--- src/uce_config.svh ---
// UCE cache controller configuration
// Address, cache geometry, beat sizes and the memory credit limit
`ifndef UCE_CONFIG_SVH
`define UCE_CONFIG_SVH

`define UCE_PADDR_WIDTH 32

// Cache geometry
`define UCE_SETS 8
`define UCE_INDEX_WIDTH $clog2(`UCE_SETS)
`define UCE_ASSOC 2
`define UCE_WAY_WIDTH $clog2(`UCE_ASSOC)

// One memory beat carries one dword
`define UCE_FILL_WIDTH 64
`define UCE_DWORD_WIDTH 64
`define UCE_BLOCK_BEATS 4
`define UCE_BEAT_WIDTH $clog2(`UCE_BLOCK_BEATS)
`define UCE_BLOCK_OFFSET_WIDTH 5
`define UCE_TAG_WIDTH (`UCE_PADDR_WIDTH - `UCE_INDEX_WIDTH - `UCE_BLOCK_OFFSET_WIDTH)

`define UCE_MAX_CREDITS 4
`define UCE_CREDIT_WIDTH $clog2(`UCE_MAX_CREDITS + 1)

`endif

--- src/uce_pkg.sv ---
// UCE shared types
// Request kinds, memory message kinds, tag and data memory opcodes
// and the control states of the request FSM
package uce_pkg;

  typedef enum logic [1:0]
  {
    e_req_miss_load
    , e_req_uc_load
    , e_req_uc_store
    , e_req_clear
  } uce_req_type_e;

  // Forward and reverse messages share the same encoding
  typedef enum logic [1:0]
  {
    e_mem_rd
    , e_mem_uc_rd
    , e_mem_uc_wr
  } uce_mem_msg_e;

  // set_tag always installs the line in M
  typedef enum logic [1:0]
  {
    e_tag_set_clear
    , e_tag_set_tag
  } uce_tag_op_e;

  typedef enum logic [1:0]
  {
    e_data_write
    , e_data_uncached
  } uce_data_op_e;

  typedef enum logic [2:0]
  {
    e_reset
    , e_clear
    , e_ready
    , e_send
    , e_wait
  } uce_state_e;

endpackage

--- src/uce_req_decode.sv ---
// UCE request decode
// Takes cache requests, holds the accepted one and runs the control FSM.
// Maps the request to a memory message and starts the tag clear sweep.
`timescale 1ns/1ps
`include "uce_config.svh"

module uce_req_decode
  (input  logic                               clk_i
   , input  logic                             reset_i
   , input  logic                             cache_req_v_i
   , input  uce_pkg::uce_req_type_e           cache_req_type_i
   , input  logic [`UCE_PADDR_WIDTH-1:0]      cache_req_addr_i
   , input  logic [`UCE_DWORD_WIDTH-1:0]      cache_req_data_i
   , input  logic [`UCE_WAY_WIDTH-1:0]        cache_req_way_i
   , input  logic                             issue_done_i
   , input  logic                             sweep_done_i
   , input  logic                             fill_done_i
   , output logic                             cache_req_yumi_o
   , output logic                             busy_o
   , output logic                             issue_v_o
   , output uce_pkg::uce_mem_msg_e            issue_msg_o
   , output logic [`UCE_PADDR_WIDTH-1:0]      issue_addr_o
   , output logic [`UCE_DWORD_WIDTH-1:0]      issue_data_o
   , output logic [`UCE_WAY_WIDTH-1:0]        issue_way_o
   , output logic                             clear_start_o
   );

  import uce_pkg::*;

  uce_state_e state_r, state_n;
  uce_req_type_e req_type_r;
  logic [`UCE_PADDR_WIDTH-1:0] req_addr_r;
  logic [`UCE_DWORD_WIDTH-1:0] req_data_r;
  logic [`UCE_WAY_WIDTH-1:0] req_way_r;
  logic store_pend_r;
  logic clear_start_r;

  wire is_ready = (state_r == e_ready);
  wire is_send = (state_r == e_send);

  // Stores go out from e_ready, so the slot frees up the cycle one transfers
  assign cache_req_yumi_o = is_ready & cache_req_v_i & (~store_pend_r | issue_done_i);
  assign busy_o = (state_r == e_reset) | (state_r == e_clear);
  assign issue_v_o = is_send | (is_ready & store_pend_r);
  assign clear_start_o = clear_start_r;

  always_comb
  begin
    case (req_type_r)
      e_req_miss_load: issue_msg_o = e_mem_rd;
      e_req_uc_load:   issue_msg_o = e_mem_uc_rd;
      default:         issue_msg_o = e_mem_uc_wr;
    endcase
  end

  // Misses fetch the whole block
  assign issue_addr_o = (req_type_r == e_req_miss_load)
                        ? {req_addr_r[`UCE_PADDR_WIDTH-1:`UCE_BLOCK_OFFSET_WIDTH],
                           `UCE_BLOCK_OFFSET_WIDTH'(0)}
                        : req_addr_r;
  assign issue_data_o = req_data_r;
  assign issue_way_o = req_way_r;

  always_comb
  begin
    state_n = state_r;
    case (state_r)
      e_reset: state_n = e_clear;
      e_clear: if (sweep_done_i) state_n = e_ready;
      e_ready:
        if (cache_req_yumi_o)
        begin
          case (cache_req_type_i)
            e_req_clear:    state_n = e_clear;
            e_req_uc_store: state_n = e_ready;
            default:        state_n = e_send;
          endcase
        end
      e_send: if (issue_done_i) state_n = e_wait;
      e_wait: if (fill_done_i) state_n = e_ready;
      default: state_n = e_reset;
    endcase
  end

  always_ff @(posedge clk_i)
  begin
    if (reset_i)
    begin
      state_r <= e_reset;
      store_pend_r <= 1'b0;
      clear_start_r <= 1'b0;
    end
    else
    begin
      state_r <= state_n;
      store_pend_r <= (cache_req_yumi_o & (cache_req_type_i == e_req_uc_store))
                      | (store_pend_r & ~issue_done_i);
      clear_start_r <= (state_n == e_clear) & (state_r != e_clear);
    end
  end

  always_ff @(posedge clk_i)
  begin
    if (cache_req_yumi_o)
    begin
      req_type_r <= cache_req_type_i;
      req_addr_r <= cache_req_addr_i;
      req_data_r <= cache_req_data_i;
      req_way_r <= cache_req_way_i;
    end
  end

endmodule

--- src/uce_fwd_issue.sv ---
// UCE forward issue
// Sends one-beat memory forward messages for the decode unit and
// counts outstanding messages against the credit limit.
`timescale 1ns/1ps
`include "uce_config.svh"

module uce_fwd_issue
  (input  logic                               clk_i
   , input  logic                             reset_i
   , input  logic                             issue_v_i
   , input  uce_pkg::uce_mem_msg_e            issue_msg_i
   , input  logic [`UCE_PADDR_WIDTH-1:0]      issue_addr_i
   , input  logic [`UCE_DWORD_WIDTH-1:0]      issue_data_i
   , input  logic [`UCE_WAY_WIDTH-1:0]        issue_way_i
   , input  logic                             mem_fwd_ready_and_i
   , input  logic                             rev_last_ack_i
   , output logic                             issue_done_o
   , output logic                             mem_fwd_v_o
   , output uce_pkg::uce_mem_msg_e            mem_fwd_msg_o
   , output logic [`UCE_PADDR_WIDTH-1:0]      mem_fwd_addr_o
   , output logic [`UCE_FILL_WIDTH-1:0]       mem_fwd_data_o
   , output logic [`UCE_WAY_WIDTH-1:0]        mem_fwd_way_o
   , output logic                             credits_full_o
   , output logic                             credits_empty_o
   );

  import uce_pkg::*;

  logic [`UCE_CREDIT_WIDTH-1:0] credit_r;
  logic credit_up;
  logic credit_down;

  assign credits_full_o = (credit_r == `UCE_MAX_CREDITS);
  assign credits_empty_o = (credit_r == 0);

  // Hold the message off while every credit is in use
  assign mem_fwd_v_o = issue_v_i & ~credits_full_o;
  assign issue_done_o = mem_fwd_v_o & mem_fwd_ready_and_i;

  always_comb
  begin
    mem_fwd_msg_o = issue_msg_i;
    mem_fwd_addr_o = issue_addr_i;
    mem_fwd_way_o = issue_way_i;
    // Only stores carry a payload
    if (issue_msg_i == e_mem_uc_wr)
      mem_fwd_data_o = `UCE_FILL_WIDTH'(issue_data_i);
    else
      mem_fwd_data_o = '0;
  end

  // One credit per message, returned with the last response beat
  assign credit_up = issue_done_o;
  assign credit_down = rev_last_ack_i;

  always_ff @(posedge clk_i)
  begin
    if (reset_i)
      credit_r <= '0;
    else if (credit_up & ~credit_down)
      credit_r <= credit_r + 1'b1;
    else if (credit_down & ~credit_up)
      credit_r <= credit_r - 1'b1;
  end

endmodule

--- src/uce_fill_writer.sv ---
// UCE fill writer
// Sweeps the tag memory clear set by set, writes returning fill beats
// with their tag, returns uncached load data and takes store responses.
`timescale 1ns/1ps
`include "uce_config.svh"

module uce_fill_writer
  (input  logic                               clk_i
   , input  logic                             reset_i
   , input  logic                             clear_start_i
   , input  logic                             mem_rev_v_i
   , input  uce_pkg::uce_mem_msg_e            mem_rev_msg_i
   , input  logic [`UCE_PADDR_WIDTH-1:0]      mem_rev_addr_i
   , input  logic [`UCE_WAY_WIDTH-1:0]        mem_rev_way_i
   , input  logic [`UCE_FILL_WIDTH-1:0]       mem_rev_data_i
   , input  logic                             mem_rev_last_i
   , input  logic                             tag_mem_yumi_i
   , input  logic                             data_mem_yumi_i
   , output logic                             mem_rev_ready_and_o
   , output logic                             rev_last_ack_o
   , output logic                             sweep_done_o
   , output logic                             fill_done_o
   , output logic                             tag_mem_v_o
   , output uce_pkg::uce_tag_op_e             tag_mem_op_o
   , output logic [`UCE_INDEX_WIDTH-1:0]      tag_mem_index_o
   , output logic [`UCE_WAY_WIDTH-1:0]        tag_mem_way_o
   , output logic [`UCE_TAG_WIDTH-1:0]        tag_mem_tag_o
   , output logic                             data_mem_v_o
   , output uce_pkg::uce_data_op_e            data_mem_op_o
   , output logic [`UCE_INDEX_WIDTH-1:0]      data_mem_index_o
   , output logic [`UCE_WAY_WIDTH-1:0]        data_mem_way_o
   , output logic [`UCE_BEAT_WIDTH-1:0]       data_mem_beat_o
   , output logic [`UCE_FILL_WIDTH-1:0]       data_mem_data_o
   );

  import uce_pkg::*;

  logic sweep_active_r;
  logic [`UCE_INDEX_WIDTH-1:0] set_cnt_r;
  logic [`UCE_BEAT_WIDTH-1:0] beat_cnt_r;
  logic tag_sent_r;
  logic data_sent_r;

  wire [`UCE_INDEX_WIDTH-1:0] rev_index = mem_rev_addr_i[`UCE_BLOCK_OFFSET_WIDTH +: `UCE_INDEX_WIDTH];
  wire [`UCE_TAG_WIDTH-1:0] rev_tag =
    mem_rev_addr_i[`UCE_BLOCK_OFFSET_WIDTH + `UCE_INDEX_WIDTH +: `UCE_TAG_WIDTH];

  wire rd_beat_v = mem_rev_v_i & (mem_rev_msg_i == e_mem_rd) & ~sweep_active_r;
  wire uc_beat_v = mem_rev_v_i & (mem_rev_msg_i == e_mem_uc_rd);
  wire st_beat_v = mem_rev_v_i & (mem_rev_msg_i == e_mem_uc_wr);
  wire sweep_last = (set_cnt_r == `UCE_SETS - 1);

  // A fill beat retires once both its tag and data packets are taken,
  // possibly in different cycles
  wire tag_ok = tag_sent_r | tag_mem_yumi_i;
  wire data_ok = data_sent_r | data_mem_yumi_i;
  wire rd_ack = rd_beat_v & tag_ok & data_ok;
  wire uc_ack = uc_beat_v & data_mem_yumi_i;

  assign mem_rev_ready_and_o = st_beat_v | rd_ack | uc_ack;
  assign rev_last_ack_o = mem_rev_ready_and_o & mem_rev_last_i;
  assign fill_done_o = (rd_ack | uc_ack) & mem_rev_last_i;
  assign sweep_done_o = sweep_active_r & tag_mem_yumi_i & sweep_last;

  always_comb
  begin
    if (sweep_active_r)
    begin
      tag_mem_v_o = 1'b1;
      tag_mem_op_o = e_tag_set_clear;
      tag_mem_index_o = set_cnt_r;
      tag_mem_way_o = '0;
      tag_mem_tag_o = '0;
    end
    else
    begin
      tag_mem_v_o = rd_beat_v & ~tag_sent_r;
      tag_mem_op_o = e_tag_set_tag;
      tag_mem_index_o = rev_index;
      tag_mem_way_o = mem_rev_way_i;
      tag_mem_tag_o = rev_tag;
    end
  end

  always_comb
  begin
    data_mem_v_o = (rd_beat_v & ~data_sent_r) | uc_beat_v;
    data_mem_index_o = rev_index;
    data_mem_way_o = mem_rev_way_i;
    data_mem_beat_o = beat_cnt_r;
    if (uc_beat_v)
    begin
      data_mem_op_o = e_data_uncached;
      data_mem_data_o = {(`UCE_FILL_WIDTH / `UCE_DWORD_WIDTH){mem_rev_data_i[0 +: `UCE_DWORD_WIDTH]}};
    end
    else
    begin
      data_mem_op_o = e_data_write;
      data_mem_data_o = mem_rev_data_i;
    end
  end

  always_ff @(posedge clk_i)
  begin
    if (reset_i)
    begin
      sweep_active_r <= 1'b0;
      set_cnt_r <= '0;
    end
    else if (clear_start_i)
    begin
      sweep_active_r <= 1'b1;
      set_cnt_r <= '0;
    end
    else if (sweep_active_r & tag_mem_yumi_i)
    begin
      set_cnt_r <= set_cnt_r + 1'b1;
      if (sweep_last)
        sweep_active_r <= 1'b0;
    end
  end

  always_ff @(posedge clk_i)
  begin
    if (reset_i)
    begin
      beat_cnt_r <= '0;
      tag_sent_r <= 1'b0;
      data_sent_r <= 1'b0;
    end
    else
    begin
      tag_sent_r <= ~rd_ack & (tag_sent_r | (rd_beat_v & tag_mem_yumi_i));
      data_sent_r <= ~rd_ack & (data_sent_r | (rd_beat_v & data_mem_yumi_i));
      if (rd_ack)
        beat_cnt_r <= mem_rev_last_i ? '0 : beat_cnt_r + 1'b1;
    end
  end

endmodule

--- src/uce_top.sv ---
// UCE cache controller top
// Connects request decode, forward issue and fill writer between the
// cache request port, the tag and data memories and the memory network
`timescale 1ns/1ps
`include "uce_config.svh"

module uce_top
  (input  logic                               clk_i
   , input  logic                             reset_i
   , input  logic                             cache_req_v_i
   , input  uce_pkg::uce_req_type_e           cache_req_type_i
   , input  logic [`UCE_PADDR_WIDTH-1:0]      cache_req_addr_i
   , input  logic [`UCE_DWORD_WIDTH-1:0]      cache_req_data_i
   , input  logic [`UCE_WAY_WIDTH-1:0]        cache_req_way_i
   , output logic                             cache_req_yumi_o
   , output logic                             cache_req_busy_o
   , output logic                             cache_req_complete_o
   , output logic                             cache_req_credits_full_o
   , output logic                             cache_req_credits_empty_o
   , output logic                             tag_mem_v_o
   , output uce_pkg::uce_tag_op_e             tag_mem_op_o
   , output logic [`UCE_INDEX_WIDTH-1:0]      tag_mem_index_o
   , output logic [`UCE_WAY_WIDTH-1:0]        tag_mem_way_o
   , output logic [`UCE_TAG_WIDTH-1:0]        tag_mem_tag_o
   , input  logic                             tag_mem_yumi_i
   , output logic                             data_mem_v_o
   , output uce_pkg::uce_data_op_e            data_mem_op_o
   , output logic [`UCE_INDEX_WIDTH-1:0]      data_mem_index_o
   , output logic [`UCE_WAY_WIDTH-1:0]        data_mem_way_o
   , output logic [`UCE_BEAT_WIDTH-1:0]       data_mem_beat_o
   , output logic [`UCE_FILL_WIDTH-1:0]       data_mem_data_o
   , input  logic                             data_mem_yumi_i
   , output logic                             mem_fwd_v_o
   , output uce_pkg::uce_mem_msg_e            mem_fwd_msg_o
   , output logic [`UCE_PADDR_WIDTH-1:0]      mem_fwd_addr_o
   , output logic [`UCE_FILL_WIDTH-1:0]       mem_fwd_data_o
   , output logic [`UCE_WAY_WIDTH-1:0]        mem_fwd_way_o
   , input  logic                             mem_fwd_ready_and_i
   , input  logic                             mem_rev_v_i
   , input  uce_pkg::uce_mem_msg_e            mem_rev_msg_i
   , input  logic [`UCE_PADDR_WIDTH-1:0]      mem_rev_addr_i
   , input  logic [`UCE_WAY_WIDTH-1:0]        mem_rev_way_i
   , input  logic [`UCE_FILL_WIDTH-1:0]       mem_rev_data_i
   , input  logic                             mem_rev_last_i
   , output logic                             mem_rev_ready_and_o
   );

  import uce_pkg::*;

  logic issue_v;
  uce_mem_msg_e issue_msg;
  logic [`UCE_PADDR_WIDTH-1:0] issue_addr;
  logic [`UCE_DWORD_WIDTH-1:0] issue_data;
  logic [`UCE_WAY_WIDTH-1:0] issue_way;
  logic issue_done;
  logic clear_start;
  logic sweep_done;
  logic fill_done;
  logic rev_last_ack;
  logic decode_busy;

  // Busy also covers a full credit counter
  assign cache_req_busy_o = decode_busy | cache_req_credits_full_o;
  assign cache_req_complete_o = fill_done;

  uce_req_decode decode
    (.clk_i(clk_i)
     ,.reset_i(reset_i)
     ,.cache_req_v_i(cache_req_v_i)
     ,.cache_req_type_i(cache_req_type_i)
     ,.cache_req_addr_i(cache_req_addr_i)
     ,.cache_req_data_i(cache_req_data_i)
     ,.cache_req_way_i(cache_req_way_i)
     ,.issue_done_i(issue_done)
     ,.sweep_done_i(sweep_done)
     ,.fill_done_i(fill_done)
     ,.cache_req_yumi_o(cache_req_yumi_o)
     ,.busy_o(decode_busy)
     ,.issue_v_o(issue_v)
     ,.issue_msg_o(issue_msg)
     ,.issue_addr_o(issue_addr)
     ,.issue_data_o(issue_data)
     ,.issue_way_o(issue_way)
     ,.clear_start_o(clear_start)
     );

  uce_fwd_issue execute
    (.clk_i(clk_i)
     ,.reset_i(reset_i)
     ,.issue_v_i(issue_v)
     ,.issue_msg_i(issue_msg)
     ,.issue_addr_i(issue_addr)
     ,.issue_data_i(issue_data)
     ,.issue_way_i(issue_way)
     ,.mem_fwd_ready_and_i(mem_fwd_ready_and_i)
     ,.rev_last_ack_i(rev_last_ack)
     ,.issue_done_o(issue_done)
     ,.mem_fwd_v_o(mem_fwd_v_o)
     ,.mem_fwd_msg_o(mem_fwd_msg_o)
     ,.mem_fwd_addr_o(mem_fwd_addr_o)
     ,.mem_fwd_data_o(mem_fwd_data_o)
     ,.mem_fwd_way_o(mem_fwd_way_o)
     ,.credits_full_o(cache_req_credits_full_o)
     ,.credits_empty_o(cache_req_credits_empty_o)
     );

  uce_fill_writer result
    (.clk_i(clk_i)
     ,.reset_i(reset_i)
     ,.clear_start_i(clear_start)
     ,.mem_rev_v_i(mem_rev_v_i)
     ,.mem_rev_msg_i(mem_rev_msg_i)
     ,.mem_rev_addr_i(mem_rev_addr_i)
     ,.mem_rev_way_i(mem_rev_way_i)
     ,.mem_rev_data_i(mem_rev_data_i)
     ,.mem_rev_last_i(mem_rev_last_i)
     ,.tag_mem_yumi_i(tag_mem_yumi_i)
     ,.data_mem_yumi_i(data_mem_yumi_i)
     ,.mem_rev_ready_and_o(mem_rev_ready_and_o)
     ,.rev_last_ack_o(rev_last_ack)
     ,.sweep_done_o(sweep_done)
     ,.fill_done_o(fill_done)
     ,.tag_mem_v_o(tag_mem_v_o)
     ,.tag_mem_op_o(tag_mem_op_o)
     ,.tag_mem_index_o(tag_mem_index_o)
     ,.tag_mem_way_o(tag_mem_way_o)
     ,.tag_mem_tag_o(tag_mem_tag_o)
     ,.data_mem_v_o(data_mem_v_o)
     ,.data_mem_op_o(data_mem_op_o)
     ,.data_mem_index_o(data_mem_index_o)
     ,.data_mem_way_o(data_mem_way_o)
     ,.data_mem_beat_o(data_mem_beat_o)
     ,.data_mem_data_o(data_mem_data_o)
     );

endmodule

--- config.mk ---
export PLATFORM = sky130hd
export DESIGN_NAME = uce_top
export DESIGN_NICKNAME = d
export VERILOG_FILES = /design/src/uce_pkg.sv /design/src/uce_req_decode.sv /design/src/uce_fwd_issue.sv /design/src/uce_fill_writer.sv /design/src/uce_top.sv
export VERILOG_INCLUDE_DIRS = /design/src
export SDC_FILE = /design/constraint.sdc
export NUM_CORES = 1
export LEC_CHECK = 0
export BUFFER_PORTS_ARGS = -buffer_cell sky130_fd_sc_hd__buf_4
export CAP_MARGIN = 20
export CORE_AREA = 2 2 163 165
export DETAILED_ROUTE_END_ITERATION = 8
export DIE_AREA = 0 0 165 167
export PLACE_DENSITY = 0.58
export SLEW_MARGIN = 20
export SYNTH_ARGS = -nofsm -noshare
export SYNTH_HDL_FRONTEND = slang
export SYNTH_SLANG_ARGS = --single-unit
--- constraint.sdc ---
create_clock -name clk_i -period 14.5 [get_ports clk_i]
set_clock_uncertainty 0.05 [all_clocks]
set_input_delay 2.9 -clock clk_i [delete_from_list [all_inputs] [get_ports clk_i]]
set_output_delay 2.9 -clock clk_i [all_outputs]
set_load 0.02 [all_outputs]
==> results.py, run 1 <==
metrics = {
    "logic_synthesis": {
        "synth_area_mm2": 0.00533,
        "ys_warn_count": 0,
        "synth-seq-cells": 115,
        "synth_edf_count": 99,
        "synth_top_area_share_pct": 55.8,
        "synthArstFlopShare_pct": 0,
        "syn_inst": 421,
        "synth_common_cells": "edfxtp_1 (99), buf_4 (98), and2_1 (66), nor2b_1 (33), dfxtp_1 (16)",
        "seq_area_frac_synth_pct": 61.8,
        "avgSynthCellArea_um2": 12.6,
        "synth_area_leaders": "edfxtp_1 (56%), buf_4 (14%), and2_1 (7.8%), dfxtp_1 (6.0%), nor2b_1 (3.9%)",
        "yosysUniqueCellTypes": 40,
        "yosysTopAreaCell": "edfxtp_1",
        "synth.most_common_cell": "edfxtp_1",
        "ys.flop_type": "edfxtp_1",
    },
    "placement": {
        "place_ws_ns": 7.59,
        "port_buffers": 280,
        "dp_cells": 930,
        "place.gp.congestion": 0.722,
        "place_hpwl_um": 10500,
    },
    "sta": {
        "rsz0062_at_grt": "false",
        "max_slew.worst_pin.slew_ns": 0.753,
        "hold_viol": 0,
        "slew_headroom_pct": 49.8,
        "clock.fmax_mhz": 145,
        "setup_violations": 0,
        "post-route-period-util_pct": 47.6,
        "min_period_ns": 6.90,
        "setup_ws_ns": 7.60,
        "slew_viol_final": 0,
        "fin_setup_tns_ns": 0,
    },
    "drt": {
        "drtAntennaViolNets": 0,
        "routed-via-count": 3666,
        "wl_per_cell_um": 14.5,
        "drc_errors": 0,
        "drtIter0Drc": 149,
        "viasPerCell": 3.81,
        "drt_pass1_iterations": 4,
        "drt-total-wl_um": 13900,
    },
    "layout": {
        "nFillCells": 2654,
        "nNetsFinal": 824,
        "drive_gt1_share_pct": 51.4,
        "final_cells": 962,
        "antennaDiodeCount": 0,
        "fin_util_pct": 29.8,
        "area_delta_synth_final_pct": 44.4,
    },
    "worst_setup_path": {
        "r2r-start": "execute.credit_r[0]",
        "arrival_ns": 3.95,
        "critical_path.startpoint_type": "primary input",
        "worstSetupPathType": "primary input to primary output",
        "rrSetupSlack_ns": 11.64,
        "r2r-end": "decode.issue_data_o[42]",
        "rr_worst_depth": 5,
        "cp-end-kind": "primary output",
        "crit_end": "mem_rev_ready_and_o",
        "path_max_fanout": 5,
        "cp.required_ns": 11.55,
        "crit_start": "mem_rev_msg_i[1]",
    },
    "clocking": {
        "clockBufferDepth": 2,
        "cts_setup_buffers": 0,
        "htreeDepth": 4,
        "cts_sinks": 115,
        "clkLatencyLatePin_ns": 0.41,
        "hold_buffers": 0,
        "numCtsBuffers": 17,
        "clk_pin_slew_worst_paths_ns": 0.06,
        "clock-root-buffer": "clkbuf_16",
        "cts_tree": "built",
        "cts_resized": 0,
    },
    "outcome": {
        "status": "complete, no violations",
    },
    "power": {
        "p_leak_nw": 3.25,
        "ir_worst_vdd_mv": 0.0609,
        "power_uw": 845,
        "p_per_area_mw_per_mm2": 110,
    },
    "global_routing": {
        "antenna_found_initial": 0,
        "grt_usage_pct": 9.85,
        "grt_pass1_vias": 3683,
        "grt_pass1_wl_um": 20300,
        "grt_max_degree": 68,
        "overflow": 0,
    },
    "run": {
        "cap_violations": 0,
    },
    "die": {
        "dieArea_mm2": 0.0276,
        "start_util_pct": 20.7,
        "core.rowCount": 59,
        "die_w_um": 165,
        "ioPinCount": 416,
        "design.core.area_mm2": 0.0258,
        "fp.dieH_um": 167,
    },
    "min_path": {
        "worstHoldPathType": "register to register",
    },
}
==> worst min path at each step <==
stage / start / end / slack [ns] / depth (start not counted)
3_3_place_gp: result.data_mem_beat_o[1] / result.data_mem_beat_o[1] / 0.43 / 2
6_report: decode.store_pend_r / decode.store_pend_r / 0.45 / 2
5_1_grt: decode.store_pend_r / decode.store_pend_r / 0.49 / 2
3_5_place_dp: decode.store_pend_r / decode.store_pend_r / 0.44 / 2
2_1_floorplan: decode.clear_start_o / result.set_cnt_r[0] / 0.40 / 1
4_1_cts: decode.store_pend_r / decode.store_pend_r / 0.45 / 2
==> power breakdown <==
| part | leakage [nW] | total [mW] | switching [mW] | internal [mW] |
|---|---|---|---|---|
| logic | 1.95 | 0.0678 | 0.0287 | 0.0391 |
| registers | 1.02 | 0.362 | 0.00149 | 0.360 |
| clock network | 0.282 | 0.416 | 0.161 | 0.255 |
==> placed cells by master, fill, tap and decap left out, types with 3 or more instances in the layout <==
| cell type | count |
|---|---|
| clkinv_4 | 6 |
| buf_4 | 284 |
| xor2_1 | 3 |
| mux2i_1 | 5 |
| nor3_1 | 7 |
| edfxtp_1 | 99 |
| nand2_1 | 9 |
| a21oi_1 | 7 |
| nand2b_1 | 4 |
| o21ai_0 | 8 |
| and2_1 | 66 |
| nor2_1 | 11 |
| mux2_2 | 3 |
| nor2b_1 | 33 |
| clkbuf_16 | 17 |
| dfxtp_1 | 16 |
| ha_1 | 3 |
| inv_1 | 6 |
==> critical path, stage by stage <==
cell	delay, ns
buf_4	0.13
nor4b_4	0.36
o21a_2	0.23
o21ai_2	0.09
nand2_1	0.09
buf_4	0.14
==> through the flow <==
stage	area (µm²)	hold slack (ns)
3_5_place_dp	7100	0.441
2_1_floorplan	5330	0.399
6_report	7690	0.445
4_1_cts	7690	0.451
5_1_grt	7690	0.487
3_3_place_gp	7100	0.432
==> layout make-up <==
type | count | area, µm² | share of cell area [%]
multi-input combinational | 190 | 1230 | 16.0
sequential | 115 | 3290 | 42.8
inverter | 6 | 22.5 | 0.293
clock buffer | 18 | 429 | 5.58
clock inverter | 14 | 158 | 2.05
timing repair buffer | 284 | 2130 | 27.7
tap | 335 | 419 | 5.45
==> state kept, by name, indices dropped and copies added (netlist names) <==
| name | count |
|---|---|
| result.sweep_active_r | 1 |
| result.data_sent_r | 1 |
| result.tag_sent_r | 1 |
| result.set_cnt_r | 3 |
| decode.issue_way_o | 1 |
| execute.credit_r | 3 |
| decode.req_addr_r | 32 |
| decode.req_type_r | 2 |
| result.data_mem_beat_o | 2 |
| decode.state_r | 3 |
| decode.issue_data_o | 64 |
| decode.store_pend_r | 1 |
| decode.clear_start_o | 1 |
==> cell families after synthesis <==
family	count (synthesis)	share of synthesized area [%]
compound gates	29	3.55
buf+inv	117	15.2
mux	8	1.57
fa+ha+maj	4	1.08
xor+xnor	3	0.494
flops	115	61.8
other cells	1	0.0704
simple gates	144	16.2
==> per-layer routing <==
metal | track usage (%) | share of wire (%) | vias up
met5 | 0 | 0 | -
met1 | 10.1 | 37 | 1672
met3 | 4.28 | 12 | 16
met4 | 3.67 | 1.4 | 0
met2 | 17.6 | 50 | 247
li1 | - | - | 1731
(Power assumes the default switching activity.)
==> inputs of run 2 (changes only) <==
--- a/config.mk
+++ b/config.mk
@@ -8,10 +8,10 @@
 export LEC_CHECK = 0
 export BUFFER_PORTS_ARGS = -buffer_cell sky130_fd_sc_hd__buf_4
 export CAP_MARGIN = 20
-export CORE_AREA = 2 2 163 165
+export CORE_AREA = 2 2 162 164
 export DETAILED_ROUTE_END_ITERATION = 8
-export DIE_AREA = 0 0 165 167
-export PLACE_DENSITY = 0.58
+export DIE_AREA = 0 0 164 166
+export PLACE_DENSITY = 0.61
 export SLEW_MARGIN = 20
 export SYNTH_ARGS = -nofsm -noshare
 export SYNTH_HDL_FRONTEND = slang
==> constraint.sdc (replaced) <==
create_clock -name clk_i -period 5.8 [get_ports clk_i]
set_clock_uncertainty 0.05 [all_clocks]
set_input_delay 1.16 -clock clk_i [delete_from_list [all_inputs] [get_ports clk_i]]
set_output_delay 1.16 -clock clk_i [all_outputs]
set_load 0.02 [all_outputs]
==> run 2 against run 1 <==
First-iteration DRC count rose by 6.7%. Setup slack worse by 5.2 ns. Final cell count fell by 0.10%. Design area about the same. Global-route usage rose by 0.30 points. Power increased to 2.5 times the previous value. Critical endpoint unchanged. Largest power group unchanged.
==> results.py, run 2 (synthesis results as in run 1) <==
metrics = {
    "sta": {
        "slew_headroom_pct": 52.8,
        "clock.fmax_mhz": 295,
        "min_period_ns": 3.39,
        "post-route-period-util_pct": 58.4,
        "max_slew.worst_pin.slew_ns": 0.708,
        "rsz0062_at_grt": "false",
        "setup_violations": 0,
        "holdWs_ns": 0.453,
        "slew_viol_final": 0,
        "fin_setup_tns_ns": 0,
        "setup_ws_ns": 2.41,
        "hold_viol": 0,
    },
    "worst_setup_path": {
        "path_cells": "buf_4, nor4b_4, o21a_2, o21ai_2, nand2_1, buf_4",
        "rrSetupSlack_ns": 3.06,
        "cpMostUsedCell": "buf_4",
        "arrival_ns": 2.18,
        "r2r-start": "execute.credit_r[0]",
        "r2r-end": "decode.issue_data_o[8]",
        "path_max_fanout": 5,
        "cp-end-kind": "primary output",
        "slowest_stage": "nor4b_4",
        "worstSetupPathType": "primary input to primary output",
        "cpPeakStageDelay_ns": 0.32,
        "cp.required_ns": 4.59,
        "rr_worst_depth": 5,
        "critical_path.startpoint_type": "primary input",
    },
    "power": {
        "p_per_area_mw_per_mm2": 275,
        "p_leak_nw": 3.24,
        "ir_worst_vdd_mv": 0.155,
        "power_mw": 2.12,
    },
    "placement": {
        "port_buffers": 280,
        "place_ws_ns": 2.40,
        "place.gp.congestion": 0.758,
        "place_hpwl_um": 10500,
        "dp_cells": 930,
    },
    "clocking": {
        "cts_sinks": 115,
        "clock-root-buffer": "clkbuf_16",
        "numCtsBuffers": 17,
        "cts_tree": "built",
        "clk_pin_slew_worst_paths_ns": 0.06,
        "clockBufferDepth": 2,
        "cts_setup_buffers": 0,
        "clkLatencyLatePin_ns": 0.41,
        "cts_resized": 0,
        "htreeDepth": 4,
        "hold_buffers": 0,
    },
    "global_routing": {
        "grt_pass1_wl_um": 20600,
        "grt_max_degree": 68,
        "antenna_found_initial": 0,
        "grt_usage_pct": 10.1,
        "grt_pass1_vias": 3751,
        "overflow": 0,
    },
    "die": {
        "fp.dieH_um": 166,
        "ioPinCount": 416,
        "design.core.area_mm2": 0.0256,
        "start_util_pct": 20.8,
        "core.rowCount": 59,
        "die_w_um": 164,
        "dieArea_mm2": 0.0272,
    },
    "layout": {
        "final_cell_mix": "buf_4 (284), edfxtp_1 (99), and2_1 (66), nor2b_1 (33), clkbuf_16 (17)",
        "nFillCells": 2641,
        "layout_commonest_cell": "buf_4",
        "antennaDiodeCount": 0,
        "multi_input_area_mm2": 0.00124,
        "drive_gt1_share_pct": 51.4,
        "final_cells": 961,
        "seq_area_mm2": 0.00329,
        "nNetsFinal": 824,
        "largest_reg_flops": 64,
        "area_delta_synth_final_pct": 44.4,
    },
    "drt": {
        "viasPerCell": 3.82,
        "drt-total-wl_um": 14200,
        "wl_per_cell_um": 14.7,
        "drtAntennaViolNets": 0,
        "drc_errors": 0,
        "drt_pass1_iterations": 4,
        "drtIter0Drc": 159,
        "routed-via-count": 3675,
    },
    "min_path": {
        "worstHoldPathType": "register to register",
        "holdCritStartpoint": "result.data_mem_beat_o[1]",
        "hold_path_end": "result.data_mem_beat_o[1]",
        "whs_path_depth": 2,
    },
    "outcome": {
        "status": "complete, no violations",
    },
    "run": {
        "cap_violations": 0,
    },
}
## run 2: cell types whose count changed in the layout (fill, tap and decap cells not counted), sizes merged
cell and delta:
clkbuf -1, clkinv -2, clkinvlp +2
## run 2: layer usage
layer | vias up | wire (µm) | global-route usage [%]
li1 | 1719 | - | -
met1 | 1697 | 5270 | 10.2
met2 | 240 | 6960 | 17.7
met3 | 19 | 1740 | 5.27
met4 | 0 | 191 | 3.89
met5 | - | 0 | 0
## run 2: area by class of cell
type	count	area share, %
Sequential cell	115	42.8
Tap cell	335	5.45
Clock buffer	17	5.53
Timing Repair Buffer	284	27.7
Clock inverter	14	2.03
Multi-Input combinational cell	190	16.1
Inverter	6	0.293
## run 2: worst max-delay path by stage
stage / startpoint / end / slack, ns / cells after the start
after detailed placement: mem_rev_msg_i[1] / mem_rev_ready_and_o / 2.40 / 6
after CTS: mem_rev_msg_i[1] / mem_rev_ready_and_o / 2.39 / 6
after global routing: mem_rev_msg_i[1] / mem_rev_ready_and_o / 2.34 / 6
final: mem_rev_msg_i[1] / mem_rev_ready_and_o / 2.41 / 6
after global placement: mem_rev_msg_i[1] / mem_rev_ready_and_o / 2.41 / 6
after floorplan: mem_fwd_ready_and_i / cache_req_yumi_o / 0.79 / 2
## run 2: report_power, final
part | switching [mW] | total [mW] | internal (mW)
logic | 0.0718 | 0.169 | 0.0976
clock network | 0.407 | 1.04 | 0.634
registers | 0.00373 | 0.904 | 0.900
## run 2: worst max-delay path: cells and delay by family
kind	cells	cell delay, ns
AND/OR/NAND/NOR	2	0.43
AO/OA/AOI/OAI	2	0.31
buffers and inverters	2	0.28
## run 2: per-stage QoR
step	util, %	cell area, µm²
after floorplan	-	5340
after global placement	27.7	7110
after detailed placement	27.7	7110
after CTS	30.0	7690
after global routing	30.0	7690
final	30.0	7690
